`src/eth_tx_pkg.sv`:
```
package eth_tx_pkg;

    typedef enum logic [3:0] {
        IDLE,
        WAIT,
        HD00,
        HD01,
        HD02,
        HD03,
        HD04,
        HD05,
        HD06,
        HD07,    // SFD slot
        WORK,    // Framer bytes on the wire
        PT00,
        PT01,
        PT02,
        PT03,
        DONE
    } tx_state_t;

    typedef enum logic [2:0] {
        F_IDLE,
        F_DST,
        F_SRC,
        F_TYPE,
        F_DATA,
        F_PAD
    } mac_field_t;

    localparam logic [7:0] PREAMBLE_BYTE = 8'h55;
    localparam logic [7:0] SFD_BYTE      = 8'hD5;

    localparam logic [31:0] CRC_POLY_REFL = 32'hEDB8_8320;    // 0x04C11DB7 bit-reversed
    localparam logic [31:0] CRC_INIT      = 32'hFFFF_FFFF;

    localparam int MIN_PAYLOAD = 46;
    localparam int HDR_BYTES   = 14;    // DA + SA + EtherType

endpackage
```
`src/eth_mac_if.sv`:
```
`timescale 1ns/100ps

interface eth_mac_if;

    logic       fs_mac;      // Start pulse to the framer
    logic [7:0] mac_txd;
    logic       mac_last;    // Final data or pad byte
    logic       mac_busy;

    modport tx (
        output fs_mac,
        input  mac_txd,
        input  mac_last,
        input  mac_busy
    );

    modport framer (
        input  fs_mac,
        output mac_txd,
        output mac_last,
        output mac_busy
    );

endinterface

```
`src/eth_tx_top.sv`:
```
`timescale 1ns/100ps

module eth_tx_top #(
    parameter int BUF_DEPTH = 64
) (
    input  logic        clk,
    input  logic        rst,
    input  logic [47:0] dst_addr,
    input  logic [47:0] src_addr,
    input  logic [15:0] eth_type,
    input  logic        wr_en,
    input  logic [7:0]  wr_data,
    input  logic        start,
    output logic        ready,
    output logic        done,
    output logic [7:0]  txd,
    output logic        tx_en
);

    logic        crc_en;
    logic        crc_clr;
    logic [31:0] crc;

    eth_mac_if mac_if ();

    frame_tx i_frame_tx (
        .clk     (clk),
        .rst     (rst),
        .start   (start),
        .done    (done),
        .ready   (ready),
        .crc_en  (crc_en),
        .crc_clr (crc_clr),
        .crc     (crc),
        .mac     (mac_if.tx),
        .txd     (txd),
        .tx_en   (tx_en)
    );

    // Host writes land only while the sequencer waits
    mac_framer #(
        .BUF_DEPTH (BUF_DEPTH)
    ) i_mac_framer (
        .clk      (clk),
        .rst      (rst),
        .wr_en    (wr_en),
        .wr_ready (ready),
        .wr_data  (wr_data),
        .dst_addr (dst_addr),
        .src_addr (src_addr),
        .eth_type (eth_type),
        .mac      (mac_if.framer)
    );

    crc32_gen i_crc32_gen (
        .clk     (clk),
        .rst     (rst),
        .crc_clr (crc_clr),
        .crc_en  (crc_en),
        .data    (mac_if.mac_txd),
        .crc     (crc)
    );

endmodule

```
`src/frame_tx.sv`:
```
`timescale 1ns/100ps

module frame_tx import eth_tx_pkg::*; (
    input  logic        clk,
    input  logic        rst,
    input  logic        start,
    output logic        done,
    output logic        ready,
    output logic        crc_en,
    output logic        crc_clr,
    input  logic [31:0] crc,
    eth_mac_if.tx       mac,
    output logic [7:0]  txd,
    output logic        tx_en
);

    tx_state_t state;
    tx_state_t next_state;

    assign ready      = (state == WAIT);
    assign done       = (state == DONE);
    assign crc_en     = (state == WORK);
    assign crc_clr    = (state == HD07);
    assign mac.fs_mac = (state == HD07);    // Framer starts with the SFD

    always_ff @(posedge clk or posedge rst) begin
        if (rst) begin
            state <= IDLE;
        end else begin
            state <= next_state;
        end
    end

    always_comb begin
        case (state)
            IDLE: next_state = WAIT;
            WAIT: begin
                if (start && !mac.mac_busy) begin
                    next_state = HD00;
                end else begin
                    next_state = WAIT;
                end
            end
            HD00: next_state = HD01;
            HD01: next_state = HD02;
            HD02: next_state = HD03;
            HD03: next_state = HD04;
            HD04: next_state = HD05;
            HD05: next_state = HD06;
            HD06: next_state = HD07;
            HD07: next_state = WORK;
            WORK: begin
                if (mac.mac_last) begin
                    next_state = PT00;    // CRC has the last byte by then
                end else begin
                    next_state = WORK;
                end
            end
            PT00: next_state = PT01;
            PT01: next_state = PT02;
            PT02: next_state = PT03;
            PT03: next_state = DONE;
            DONE: begin
                if (!start) begin
                    next_state = WAIT;
                end else begin
                    next_state = DONE;
                end
            end
            default: next_state = IDLE;
        endcase
    end

    // Wire byte lags the state by one cycle
    always_ff @(posedge clk or posedge rst) begin
        if (rst) begin
            txd   <= 8'h00;
            tx_en <= 1'b0;
        end else begin
            case (state)
                HD00, HD01, HD02, HD03, HD04, HD05, HD06: begin
                    txd   <= PREAMBLE_BYTE;
                    tx_en <= 1'b1;
                end
                HD07: begin
                    txd   <= SFD_BYTE;
                    tx_en <= 1'b1;
                end
                WORK: begin
                    txd   <= mac.mac_txd;
                    tx_en <= 1'b1;
                end
                PT00: begin
                    txd   <= crc[31:24];
                    tx_en <= 1'b1;
                end
                PT01: begin
                    txd   <= crc[23:16];
                    tx_en <= 1'b1;
                end
                PT02: begin
                    txd   <= crc[15:8];
                    tx_en <= 1'b1;
                end
                PT03: begin
                    txd   <= crc[7:0];
                    tx_en <= 1'b1;
                end
                default: begin
                    txd   <= 8'h00;
                    tx_en <= 1'b0;
                end
            endcase
        end
    end

endmodule

```
`src/crc32_gen.sv`:
```
`timescale 1ns/100ps

module crc32_gen import eth_tx_pkg::*; (
    input  logic        clk,
    input  logic        rst,
    input  logic        crc_clr,
    input  logic        crc_en,
    input  logic [7:0]  data,
    output logic [31:0] crc
);

    logic [31:0] crc_reg;
    logic [31:0] crc_inv;

    // One byte, LSB first, reflected polynomial
    function automatic logic [31:0] crc_byte(input logic [31:0] c, input logic [7:0] d);
        logic [31:0] r;
        int          i;
        r = c;
        for (i = 0; i < 8; i++) begin
            if (r[0] ^ d[i]) begin
                r = (r >> 1) ^ CRC_POLY_REFL;
            end else begin
                r = r >> 1;
            end
        end
        return r;
    endfunction

    always_ff @(posedge clk or posedge rst) begin
        if (rst) begin
            crc_reg <= CRC_INIT;
        end else if (crc_clr) begin
            crc_reg <= CRC_INIT;
        end else if (crc_en) begin
            crc_reg <= crc_byte(crc_reg, data);
        end
    end

    assign crc_inv = ~crc_reg;

    // Low register byte first on the wire, so it sits on top
    assign crc = {crc_inv[7:0], crc_inv[15:8], crc_inv[23:16], crc_inv[31:24]};

endmodule

```
`src/mac_framer.sv`:
```
`timescale 1ns/100ps

module mac_framer import eth_tx_pkg::*; #(
    parameter int BUF_DEPTH = 64
) (
    input  logic        clk,
    input  logic        rst,
    input  logic        wr_en,
    input  logic        wr_ready,
    input  logic [7:0]  wr_data,
    input  logic [47:0] dst_addr,
    input  logic [47:0] src_addr,
    input  logic [15:0] eth_type,
    eth_mac_if.framer   mac
);

    localparam int ADDR_W = $clog2(BUF_DEPTH);
    localparam int LEN_W  = $clog2(BUF_DEPTH + 1);
    localparam int HDR_W  = HDR_BYTES * 8;

    logic [7:0]       mem [BUF_DEPTH];
    logic [LEN_W-1:0] count;    // Bytes held in the buffer
    logic [LEN_W-1:0] pos;      // Data plus pad bytes sent
    logic [3:0]       hcnt;
    logic [HDR_W-1:0] hdr;
    mac_field_t       field;
    logic             wr_ok;
    logic             in_hdr;
    logic             data_end;
    logic             past_min;
    logic             last;

    assign wr_ok    = wr_en && wr_ready && (count != LEN_W'(BUF_DEPTH));
    assign in_hdr   = (field == F_DST) || (field == F_SRC) || (field == F_TYPE);
    assign data_end = (pos == count - LEN_W'(1));
    assign past_min = (pos >= LEN_W'(MIN_PAYLOAD - 1));

    assign last = ((field == F_DATA) && data_end && past_min) ||
                  ((field == F_PAD) && past_min);

    assign mac.mac_last = last;
    assign mac.mac_busy = mac.fs_mac || (field != F_IDLE);

    always_comb begin
        case (field)
            F_DST, F_SRC, F_TYPE: mac.mac_txd = hdr[HDR_W-1 -: 8];
            F_DATA:               mac.mac_txd = mem[pos[ADDR_W-1:0]];
            default:              mac.mac_txd = 8'h00;    // Pad and idle
        endcase
    end

    always_ff @(posedge clk) begin
        if (wr_ok) begin
            mem[count[ADDR_W-1:0]] <= wr_data;
        end
    end

    // Header goes out MSB first, one byte per shift
    always_ff @(posedge clk) begin
        if ((field == F_IDLE) && mac.fs_mac) begin
            hdr <= {dst_addr, src_addr, eth_type};
        end else if (in_hdr) begin
            hdr <= hdr << 8;
        end
    end

    always_ff @(posedge clk or posedge rst) begin
        if (rst) begin
            count <= '0;
        end else if (last) begin
            count <= '0;    // Frame finished, buffer free
        end else if (wr_ok) begin
            count <= count + LEN_W'(1);
        end
    end

    always_ff @(posedge clk or posedge rst) begin
        if (rst) begin
            field <= F_IDLE;
            hcnt  <= '0;
            pos   <= '0;
        end else begin
            case (field)
                F_IDLE: begin
                    if (mac.fs_mac) begin
                        field <= F_DST;
                        hcnt  <= '0;
                        pos   <= '0;
                    end
                end
                F_DST: begin
                    hcnt <= hcnt + 4'd1;
                    if (hcnt == 4'd5) begin
                        field <= F_SRC;
                    end
                end
                F_SRC: begin
                    hcnt <= hcnt + 4'd1;
                    if (hcnt == 4'd11) begin
                        field <= F_TYPE;
                    end
                end
                F_TYPE: begin
                    hcnt <= hcnt + 4'd1;
                    if (hcnt == 4'(HDR_BYTES - 1)) begin
                        field <= (count != '0) ? F_DATA : F_PAD;    // Empty payload pads only
                    end
                end
                F_DATA: begin
                    pos <= pos + LEN_W'(1);
                    if (data_end) begin
                        field <= past_min ? F_IDLE : F_PAD;
                    end
                end
                F_PAD: begin
                    pos <= pos + LEN_W'(1);
                    if (past_min) begin
                        field <= F_IDLE;
                    end
                end
                default: field <= F_IDLE;
            endcase
        end
    end

endmodule

```
`config.mk`:
```
export PLATFORM = sky130hd
export DESIGN_NAME = eth_tx_top
export DESIGN_NICKNAME = d
export VERILOG_FILES = /design/src/eth_tx_pkg.sv /design/src/eth_mac_if.sv /design/src/eth_tx_top.sv /design/src/frame_tx.sv /design/src/crc32_gen.sv /design/src/mac_framer.sv
export SDC_FILE = /design/constraint.sdc
export NUM_CORES = 1
export LEC_CHECK = 0
export BUFFER_PORTS_ARGS = -buffer_cell sky130_fd_sc_hd__clkbuf_2
export CORE_MARGIN = 1.5
export CORE_UTILIZATION = 35
export CTS_BUF_LIST = sky130_fd_sc_hd__clkbuf_8
export CTS_CLUSTER_DIAMETER = 150
export DETAILED_ROUTE_END_ITERATION = 6
export GPL_TIMING_DRIVEN = 0
export PLACE_DENSITY_LB_ADDON = 0.15
export SKIP_LAST_GASP = 1
export SYNTH_ARGS = -nofsm -noshare
export SYNTH_HDL_FRONTEND = slang
export SYNTH_HIERARCHICAL = 1
export SYNTH_SLANG_ARGS = --single-unit
```
`constraint.sdc`:
```
create_clock -name clk -period 5.54 [get_ports clk]
set_input_delay 0.554 -clock clk [delete_from_list [all_inputs] [get_ports clk]]
set_output_delay 0.554 -clock clk [all_outputs]
set_load 0.02 [all_outputs]
```
==> results of run 1 <==
## power breakdown
group	switching, W	internal (W)
combinational	0.00307	0.00286
clock	0.00205	0.00215
sequential	0.000298	0.00667
total	0.00542	0.0117
## placed cells by master, fill, tap and decap left out, types with 32 or more instances in the layout
cell and instances:
a21oi_1 35, clkbuf_1 49, xnor2_1 35, clkinv_1 40, clkbuf_8 116, mux2i_1 118, o21ai_0 33, mux4_2 66
edfxtp_1 624, nand2_1 377, nor2_1 138, inv_1 81, dfrtp_1 34, nand3_1 32, clkbuf_2 129, dfstp_2 32
buf_2 39
## tightest hold or removal path: stages
cell and delay, ns:
clkbuf_2 0.08, nand2_1 0.04, nand2_1 0.04
## timing repair
item | 4_1_cts | 5_1_grt
setup endpoints to repair | 0 | 0
hold buffers | 1 | 0
endpoints found under the hold margin | 13 | 0
## layout make-up
cell class	instances	area [um^2]
inverter	47	176
sequential	690	20400
clock buffer	116	1600
antenna	3	7.51
buffer	118	651
timing repair buffer	140	796
multi-input combinational	1136	8350
clock inverter	100	544
fill	7847	49700
tap	1134	1420
## kinds of logic after synthesis
logic type	count (synthesis)	share of synthesized area (%)
buffers and inverters	165	2.79
muxes	194	9.42
adders and majority gates	7	0.296
and+or+nand+nor	625	8.85
AOI/OAI and AO/OA	233	5.76
DFF	690	69.0
xor gates and xnor gates	77	3.88
## layer usage
layer | vias up | global-route usage (%) | wire (um)
met5 | - | 0 | 0
met4 | 0 | 7.57 | 2850
met3 | 156 | 3.52 | 4660
met2 | 559 | 29.8 | 38300
met1 | 9003 | 25.9 | 36200
li1 | 7963 | - | -
## per-stage QoR
step	hold WS (ns)	utilization (%)	cells	cell area (um^2)	TNS, ns
after floorplan	0.431	-	1991	29600	0
after global placement	0.486	37.9	3259	31700	-145.19
after detailed placement	0.498	37.9	3261	31800	0
after CTS	0.0136	40.5	3478	33900	0
after global routing	0.0500	40.6	3483	34000	0
final	0.0943	40.6	3484	34000	0
## synth_stat cells, types with 12 or more instances
master / count / share of area (%)
a221oi_1: 13 / 0.38
a21oi_1: 35 / 0.59
inv_1: 46 / 0.58
clkbuf_1: 49 / 0.62
edfxtp_1: 624 / 63
a22oi_1: 23 / 0.58
mux2i_1: 118 / 4.0
buf_6: 13 / 0.49
a211o_1: 18 / 0.53
nor2_1: 138 / 1.7
dfstp_2: 32 / 2.8
o21ai_0: 33 / 0.56
xnor3_1: 14 / 1.1
o211ai_1: 21 / 0.53
mux4_2: 66 / 5.0
nor2b_1: 12 / 0.25
buf_2: 37 / 0.63
nand2_1: 378 / 4.8
dfrtp_1: 34 / 2.9
nand3_1: 32 / 0.54
and3_1: 12 / 0.25
xnor2_1: 35 / 1.0
buf_4: 14 / 0.36
a211oi_1: 16 / 0.41
## worst min path at each step
stage,end,from
floorplan,i_frame_tx/state[0],rst
global placement,i_crc32_gen/crc_reg[15],i_crc32_gen/crc_reg[15]
detailed placement,i_mac_framer/hdr[56],i_mac_framer/hdr[48]
CTS,i_mac_framer/hdr[83],dst_addr[19]
global route,i_mac_framer/hdr[83],dst_addr[19]
finish,i_mac_framer/hdr[83],dst_addr[19]
==> impl_metrics.json, run 1 <==
{
  "nNetsFinal": 2378,
  "timing.rr.start": "i_mac_framer/pos[1]",
  "dp_hpwl_um": 55100,
  "crit_start": "i_mac_framer/pos[1]",
  "clk_pin_slew_ns": 0.06,
  "min_period_ns": 4.85,
  "hold_viol": 0,
  "synthToLayoutAreaGrowth_pct": 14.8,
  "grt_pass1_vias": 18100,
  "r2r_end": "i_crc32_gen/crc_reg[17]",
  "wl_per_cell_um": 23.6,
  "start_kind": "flip-flop",
  "drc": 0,
  "synth_cell_types": 77,
  "cp_max_fo": 10,
  "grt_setup_unrepaired": "false",
  "fmax_ghz": 0.206,
  "synth-edff-count": 624,
  "ant_nets": 0,
  "drive_gt1_share_pct": 21.1,
  "die-area_um2": 86300,
  "worstSetupEndpoint": "i_crc32_gen/crc_reg[17]",
  "min_period_over_period_pct": 87.6,
  "cp_slowest_cell": "a211oi_1",
  "maxCapViolCount": 0,
  "cts_root_buf": "clkbuf_8",
  "core_area_um2": 83700,
  "antenna_found_initial": 3,
  "status": "complete, no violations",
  "reg2reg_slack_ns": 0.69,
  "synth.net_count": 2122,
  "setup_viol": 0,
  "place.gp.congestion": 0.879,
  "synth_warnings": 6,
  "p_leak_nw": 12.3,
  "arrival_ns": 5.50,
  "cts_setup_buffers": 0,
  "insertion_delay_ns": 0.73,
  "max_stage_delay_ns": 0.88,
  "gr-total-overflow": 0,
  "rows": 106,
  "required_ns": 6.19,
  "die_h_um": 294,
  "synthCells": 1991,
  "cp.depth": 12,
  "worstPathCellList": "buf_4 -> buf_6 -> clkbuf_1 -> nand2_1 -> nand3_1 -> o211ai_1 -> a211oi_1 -> a221o_1 -> xnor2_4 -> xnor3_2 -> xnor3_1 -> a211o_1",
  "power.density_nw_per_um2": 503,
  "io_pins": 135,
  "power_w": 0.0171,
  "slew_violations": 0,
  "postSynth.asyncResetShare_pct": 9.57,
  "h-tree-depth": 3,
  "dp_slack_ns": 0.666,
  "vias": 17700,
  "cts_buffers": 114,
  "crit_type": "reg -> reg",
  "min_path_cells": 3,
  "mappedNetlistArea_um2": 29600,
  "tightest_slew_ns": 1.40,
  "synth-main-ff-cell": "edfxtp_1",
  "cts_tree": "done",
  "port_buffers": 134,
  "start_util_pct": 35.4,
  "skew_ns": 0.0487,
  "syn_avg_cell_area_um2": 14.9,
  "end_kind": "flip-flop",
  "grt_first_pass_wirelength_um": 119000,
  "peakVddDrop_mv": 0.440,
  "via_per_inst": 5.07,
  "finalWorstSetupSlack_ns": 0.686,
  "grtUsageTotal_pct": 18.9,
  "slew_headroom_pct": 6.81,
  "grt_max_degree": 73,
  "drtPass1Iterations": 5,
  "cts_resized": 0,
  "min-delay-path-class": "in -> reg",
  "die_x_um": 294,
  "path_delay_family": "compound AO/OA/AOI/OAI gates",
  "routed_wl_um": 82100,
  "largest_reg_flops": 512,
  "drt_iter0_drc": 1470,
  "r2r_cells": 12,
  "ys_ff_latch": 690,
  "cts_num_sinks": 690,
  "ys_seq_area_share_pct": 69.0,
  "critPathBufInv": 3,
  "clk_path_buf_depth": 3
}
(Power assumes the default switching activity.)
==> run 2: changes to the inputs <==
--- a/config.mk
+++ b/config.mk
@@ -7,2 +7,3 @@
 export LEC_CHECK = 0
+export ABC_CLOCK_PERIOD_IN_PS = 5540
 export BUFFER_PORTS_ARGS = -buffer_cell sky130_fd_sc_hd__clkbuf_2
==> constraint.sdc (replaced) <==
create_clock -name clk -period 5.54 [get_ports clk]
set_input_delay 0.277 -clock clk [delete_from_list [all_inputs] [get_ports clk]]
set_output_delay 0.277 -clock clk [all_outputs]
set_load 0.02 [all_outputs]
==> run 2 against run 1 <==
Count of clock-buffer cells in the layout unchanged. Non-clock buffer count increased by 114. Die area unchanged. Critical path type unchanged. Largest cell class unchanged. Worst hold slack got worse by 0.0044 ns. Sequential power about the same. Global-route usage increased by 0.44 points. Via count increased by 3.1%. First-iteration DRC count decreased by 1.0%. Worst setup slack got worse by 0.031 ns. Utilization increased by 1.4 points.
==> impl_metrics.json, run 2 (synthesis results as in run 1) <==
{
  "status": "complete, no violations",
  "wl_met3_um": 4270,
  "routed_wl_um": 83900,
  "finalWorstSetupSlack_ns": 0.656,
  "nNetsFinal": 2492,
  "via_per_inst": 5.07,
  "largest_reg_flops": 512,
  "power_w": 0.0172,
  "crit_type": "reg -> reg",
  "grt_max_degree": 73,
  "stdcell_count": 3597,
  "min-delay-path-class": "in -> reg",
  "die_x_um": 294,
  "place.gp.congestion": 0.879,
  "vias": 18200,
  "start_kind": "flip-flop",
  "clk_path_buf_depth": 3,
  "hold_viol": 0,
  "wl_met2_um": 39900,
  "rows": 106,
  "port_buffers": 134,
  "wl_per_cell_um": 23.3,
  "power.density_nw_per_um2": 489,
  "peakVddDrop_mv": 0.442,
  "final_cell_mix": "edfxtp_1 (624), nand2_1 (377), nor2_1 (138)",
  "drive_gt1_share_pct": 20.1,
  "arrival_ns": 5.53,
  "final_common_cell": "edfxtp_1",
  "die_h_um": 294,
  "end_kind": "flip-flop",
  "timing.hold.ws_ns": 0.0899,
  "dp_hpwl_um": 55100,
  "required_ns": 6.19,
  "gr-total-overflow": 0,
  "setup_viol": 0,
  "cts_num_sinks": 690,
  "grtUsageTotal_pct": 19.4,
  "min_period_ns": 4.88,
  "h-tree-depth": 3,
  "timing.rr.start": "i_mac_framer/pos[2]",
  "cts_setup_buffers": 0,
  "die-area_um2": 86300,
  "p_leak_nw": 12.8,
  "grt_setup_unrepaired": "false",
  "ant_nets": 0,
  "antenna_found_initial": 1,
  "tightest_slew_ns": 1.38,
  "clk_pin_slew_ns": 0.06,
  "grt_first_pass_wirelength_um": 122000,
  "cp_slowest_cell": "o21ai_0",
  "place_inst": 3261,
  "r2r_cells": 12,
  "grt_pass1_vias": 18800,
  "worstSetupEndpoint": "i_crc32_gen/crc_reg[25]",
  "start_util_pct": 35.4,
  "num-fill-cells": 7744,
  "io_pins": 135,
  "drc": 0,
  "wl_met1_um": 37100,
  "drtPass1Iterations": 6,
  "highest_layer": "met4",
  "skew_ns": 0.0486,
  "reg2reg_slack_ns": 0.66,
  "min_period_over_period_pct": 88.2,
  "cts_resized": 0,
  "cts_root_buf": "clkbuf_8",
  "slew_headroom_pct": 8.27,
  "drt_iter0_drc": 1455,
  "maxCapViolCount": 0,
  "synthToLayoutAreaGrowth_pct": 18.6,
  "core_area_um2": 83700,
  "cts_buffers": 114,
  "r2r_end": "i_crc32_gen/crc_reg[25]",
  "fmax_ghz": 0.205,
  "worstPathCellList": "buf_4 -> buf_4 -> buf_2 -> mux4_2 -> o22ai_1 -> nor2_1 -> o21ai_0 -> nand3_1 -> xnor2_4 -> xnor2_2 -> xor3_1 -> a211o_1",
  "setup_tns_ns": 0,
  "dp_slack_ns": 0.666,
  "cts_tree": "done",
  "cp_max_fo": 10,
  "crit_start": "i_mac_framer/pos[2]",
  "cp_common_cell": "buf_4",
  "insertion_delay_ns": 0.73,
  "max_stage_delay_ns": 0.64,
  "slew_violations": 0
}
## run 2: changes by cell type in the layout (fill, tap and decap cells not counted), sizes merged
cell | before | now
dlygate4sd3 | 1 | 115
diode | 3 | 2
## run 2: worst max-delay path: cells and delay by family (launching register included)
| family | cells | cell delay, ns |
|---|---|---|
| multiplexers | 1 | 0.45 |
| AND/OR/NAND/NOR | 2 | 0.54 |
| buffers and inverters | 3 | 1.05 |
| AO/OA/AOI/OAI | 3 | 1.14 |
| XOR/XNOR | 3 | 1.23 |
| flip-flops | 1 | 0.38 |
## run 2: area by class of cell
| cell class | count | area (um^2) | area share (%) |
|---|---|---|---|
| Clock buffer | 116 | 1600 | 4.55 |
| Antenna cell | 2 | 5.00 | 0.0143 |
| Buffer | 118 | 651 | 1.85 |
| Inverter | 47 | 176 | 0.502 |
| Clock inverter | 100 | 544 | 1.55 |
| Timing Repair Buffer | 254 | 1940 | 5.52 |
| Tap cell | 1134 | 1420 | 4.04 |
| Multi-Input combinational cell | 1136 | 8350 | 23.8 |
| Sequential cell | 690 | 20400 | 58.2 |
## run 2: worst min path at each step
stage               start                       to  slack [ns]  cells after the start
3_3_place_gp          rst        i_frame_tx/txd[3]        0.38                      2
6_report       wr_data[1]  i_mac_framer/mem[14][1]        0.09                      1
4_1_cts             wr_en    i_mac_framer/count[0]        0.04                      5
2_1_floorplan         rst      i_frame_tx/state[0]        0.15                      1
5_1_grt        wr_data[1]  i_mac_framer/mem[14][1]        0.06                      1
3_5_place_dp          rst        i_frame_tx/txd[5]        0.41                      2
## run 2: routing by layer
metal  vias up  global-route usage, %
met1      9298                   26.4
met2       567                   31.1
met5         -                      0
met4         0                   7.51
li1       8194                      -
met3       171                   3.14
## run 2: what timing repair did
action,4_1_cts,5_1_grt
hold endpoints to repair,150,13
hold buffers,114,1
endpoints found under the setup margin,0,0
## run 2: through the flow
stage / utilization (%) / cell area [um^2]
finish: 42.0 / 35100
global route: 42.0 / 35100
CTS: 41.9 / 35000
detailed placement: 37.9 / 31800
global placement: 37.9 / 31700
floorplan: - / 29600
## run 2: power breakdown
| group | internal (W) | total, W | switching [W] |
|---|---|---|---|
| Sequential | 0.00667 | 0.00697 | 0.000298 |
| Combinational | 0.00291 | 0.00600 | 0.00309 |
| Clock | 0.00215 | 0.00420 | 0.00206 |
==> run 3: changes to the inputs <==
CORE_MARGIN = not set   (was 1.5)
SLEW_MARGIN = 30   (was not set)
==> run 3 against run 2 <==
Global-route usage up 0.29 points. Final area up 0.24%. Critical endpoint unchanged. Final cell count up 0.25%.
==> impl_metrics.json, run 3 (synthesis results as in run 1) <==
{
  "p_leak_nw": 12.8,
  "drive_gt1_share_pct": 20.4,
  "synthToLayoutAreaGrowth_pct": 18.9,
  "grt_pass1_vias": 18800,
  "drt_iter0_drc": 1563,
  "fin_util_pct": 42.1,
  "slew_violations": 0,
  "drtPass1Iterations": 6,
  "p_int_w": 0.0118,
  "crit_type": "reg -> reg",
  "io_pins": 135,
  "grt_max_degree": 65,
  "end_kind": "flip-flop",
  "clk_pin_slew_ns": 0.06,
  "die-area_um2": 85700,
  "multiInputGateArea_um2": 8380,
  "ant_nets": 0,
  "setup_viol": 0,
  "switching_power_w": 0.00552,
  "largest_reg_flops": 512,
  "skew_ns": 0.0494,
  "p_sw_share_pct": 31.9,
  "min-delay-path-class": "in -> reg",
  "die_h_um": 293,
  "status": "complete, no violations",
  "final_cell_mix": "edfxtp_1 (624), nand2_1 (377), nor2_1 (133)",
  "start_util_pct": 35.4,
  "tightest_slew_ns": 0.990,
  "final_common_cell": "edfxtp_1",
  "min_period_over_period_pct": 84.5,
  "min_period_ns": 4.68,
  "rows": 106,
  "clk_path_buf_depth": 3,
  "cts_setup_buffers": 0,
  "combPwrFrac_pct": 35.0,
  "cp_max_fo": 10,
  "hold_viol": 0,
  "insertion_delay_ns": 0.75,
  "cts_num_sinks": 690,
  "antenna_found_initial": 2,
  "cts_resized": 0,
  "power.density_nw_per_um2": 491,
  "start_kind": "flip-flop",
  "grtUsageTotal_pct": 19.7,
  "seq_area_um2": 20400,
  "place.gp.congestion": 0.877,
  "drc": 0,
  "routed_wl_um": 84000,
  "gr-total-overflow": 0,
  "via_per_inst": 5.03,
  "slew_headroom_pct": 33.6,
  "die_x_um": 293,
  "nNetsFinal": 2497,
  "cts_root_buf": "clkbuf_8",
  "port_buffers": 134,
  "setup_tns_ns": 0,
  "vias": 18100,
  "wl_per_cell_um": 23.3,
  "pwr-share-seq_pct": 40.3,
  "grt_setup_unrepaired": "false",
  "grt_first_pass_wirelength_um": 123000,
  "dp_hpwl_um": 55600,
  "core_area_um2": 83700,
  "maxCapViolCount": 0,
  "hold_buffers": 115,
  "fmax_ghz": 0.214,
  "num-fill-cells": 7702,
  "required_ns": 6.20,
  "cts_buffers": 119,
  "reg2reg_slack_ns": 0.86,
  "cts_tree": "done",
  "peakVddDrop_mv": 0.400,
  "h-tree-depth": 3,
  "pwr-share-clk_pct": 24.7,
  "arrival_ns": 5.35
}
==> run 3: cell types whose count changed in the layout (fill, tap and decap cells not counted), sizes merged <==
cell      delta
buf          -2
bufinv       -2
clkbuf      +10
clkinv       -4
clkinvlp     +2
diode        -1
inv          +6
==> run 3: power by group through the flow <==
| stage | Sequential, W | Combinational [W] | Clock (W) |
|---|---|---|---|
| 5_1_grt | 0.00703 | 0.00655 | 0.00463 |
| 4_1_cts | 0.00697 | 0.00605 | 0.00441 |
| 6_report | 0.00697 | 0.00604 | 0.00427 |
| 2_1_floorplan | 0.00707 | 0.00455 | 0 |
| 3_3_place_gp | 0.00714 | 0.00585 | 0 |
| 3_5_place_dp | 0.00706 | 0.00596 | 0 |
==> run 3: layout make-up <==
cell class,count,share of cell area (%)
Multi-Input combinational cell,1136,23.8
Tap cell,1134,4.03
Clock buffer,124,4.85
Timing Repair Buffer,254,5.54
Clock inverter,102,1.38
Buffer,118,1.85
Antenna cell,1,0.00711
Sequential cell,690,58.0
Inverter,47,0.501
==> run 3: routing by layer <==
metal / vias to the layer above / routed length [um] / track usage, %
li1: 8216 / - / -
met1: 9170 / 37400 / 26.8
met2: 585 / 39700 / 31.3
met3: 165 / 4360 / 3.41
met4: 0 / 2640 / 7.52
met5: - / 0 / 0
==> run 3: worst paths after layout <==
path | depth (start not counted) | startpoint | end
worst max-delay path | 12 | i_mac_framer/pos[2] | i_crc32_gen/crc_reg[25]
worst min-delay path | 5 | wr_en | i_mac_framer/count[0]
worst max register to register | 12 | i_mac_framer/pos[2] | i_crc32_gen/crc_reg[25]
worst min register to register | 2 | i_mac_framer/hdr[24] | i_mac_framer/hdr[32]
max in group asynchronous | 3 | rst | i_mac_framer/pos[5]
min in group asynchronous | 3 | rst | i_frame_tx/txd[2]
==> run 3: per-stage QoR <==
stage / area [um^2] / setup WS, ns / hold WS [ns] / total power [W] / instances
2_1_floorplan: 29600 / 0.783 / 0.154 / 0.0116 / 1991
3_3_place_gp: 31700 / -1.30 / 0.375 / 0.0130 / 3259
3_5_place_dp: 31800 / 0.822 / 0.409 / 0.0130 / 3264
4_1_cts: 35200 / 0.804 / 0.0387 / 0.0174 / 3605
5_1_grt: 35200 / 0.702 / 0.0880 / 0.0182 / 3606
6_report: 35200 / 0.858 / 0.114 / 0.0173 / 3606
==> run 3: critical path, stage by stage (launching register included) <==
cell and delay [ns]:
dfrtp_1 0.36, buf_4 0.22, buf_4 0.28, buf_2 0.52
mux4_2 0.43, o22ai_1 0.20, nor2_1 0.11, o21ai_0 0.55
nand3_1 0.43, xnor2_4 0.48, xnor2_2 0.25, xor3_1 0.49
a211o_1 0.29
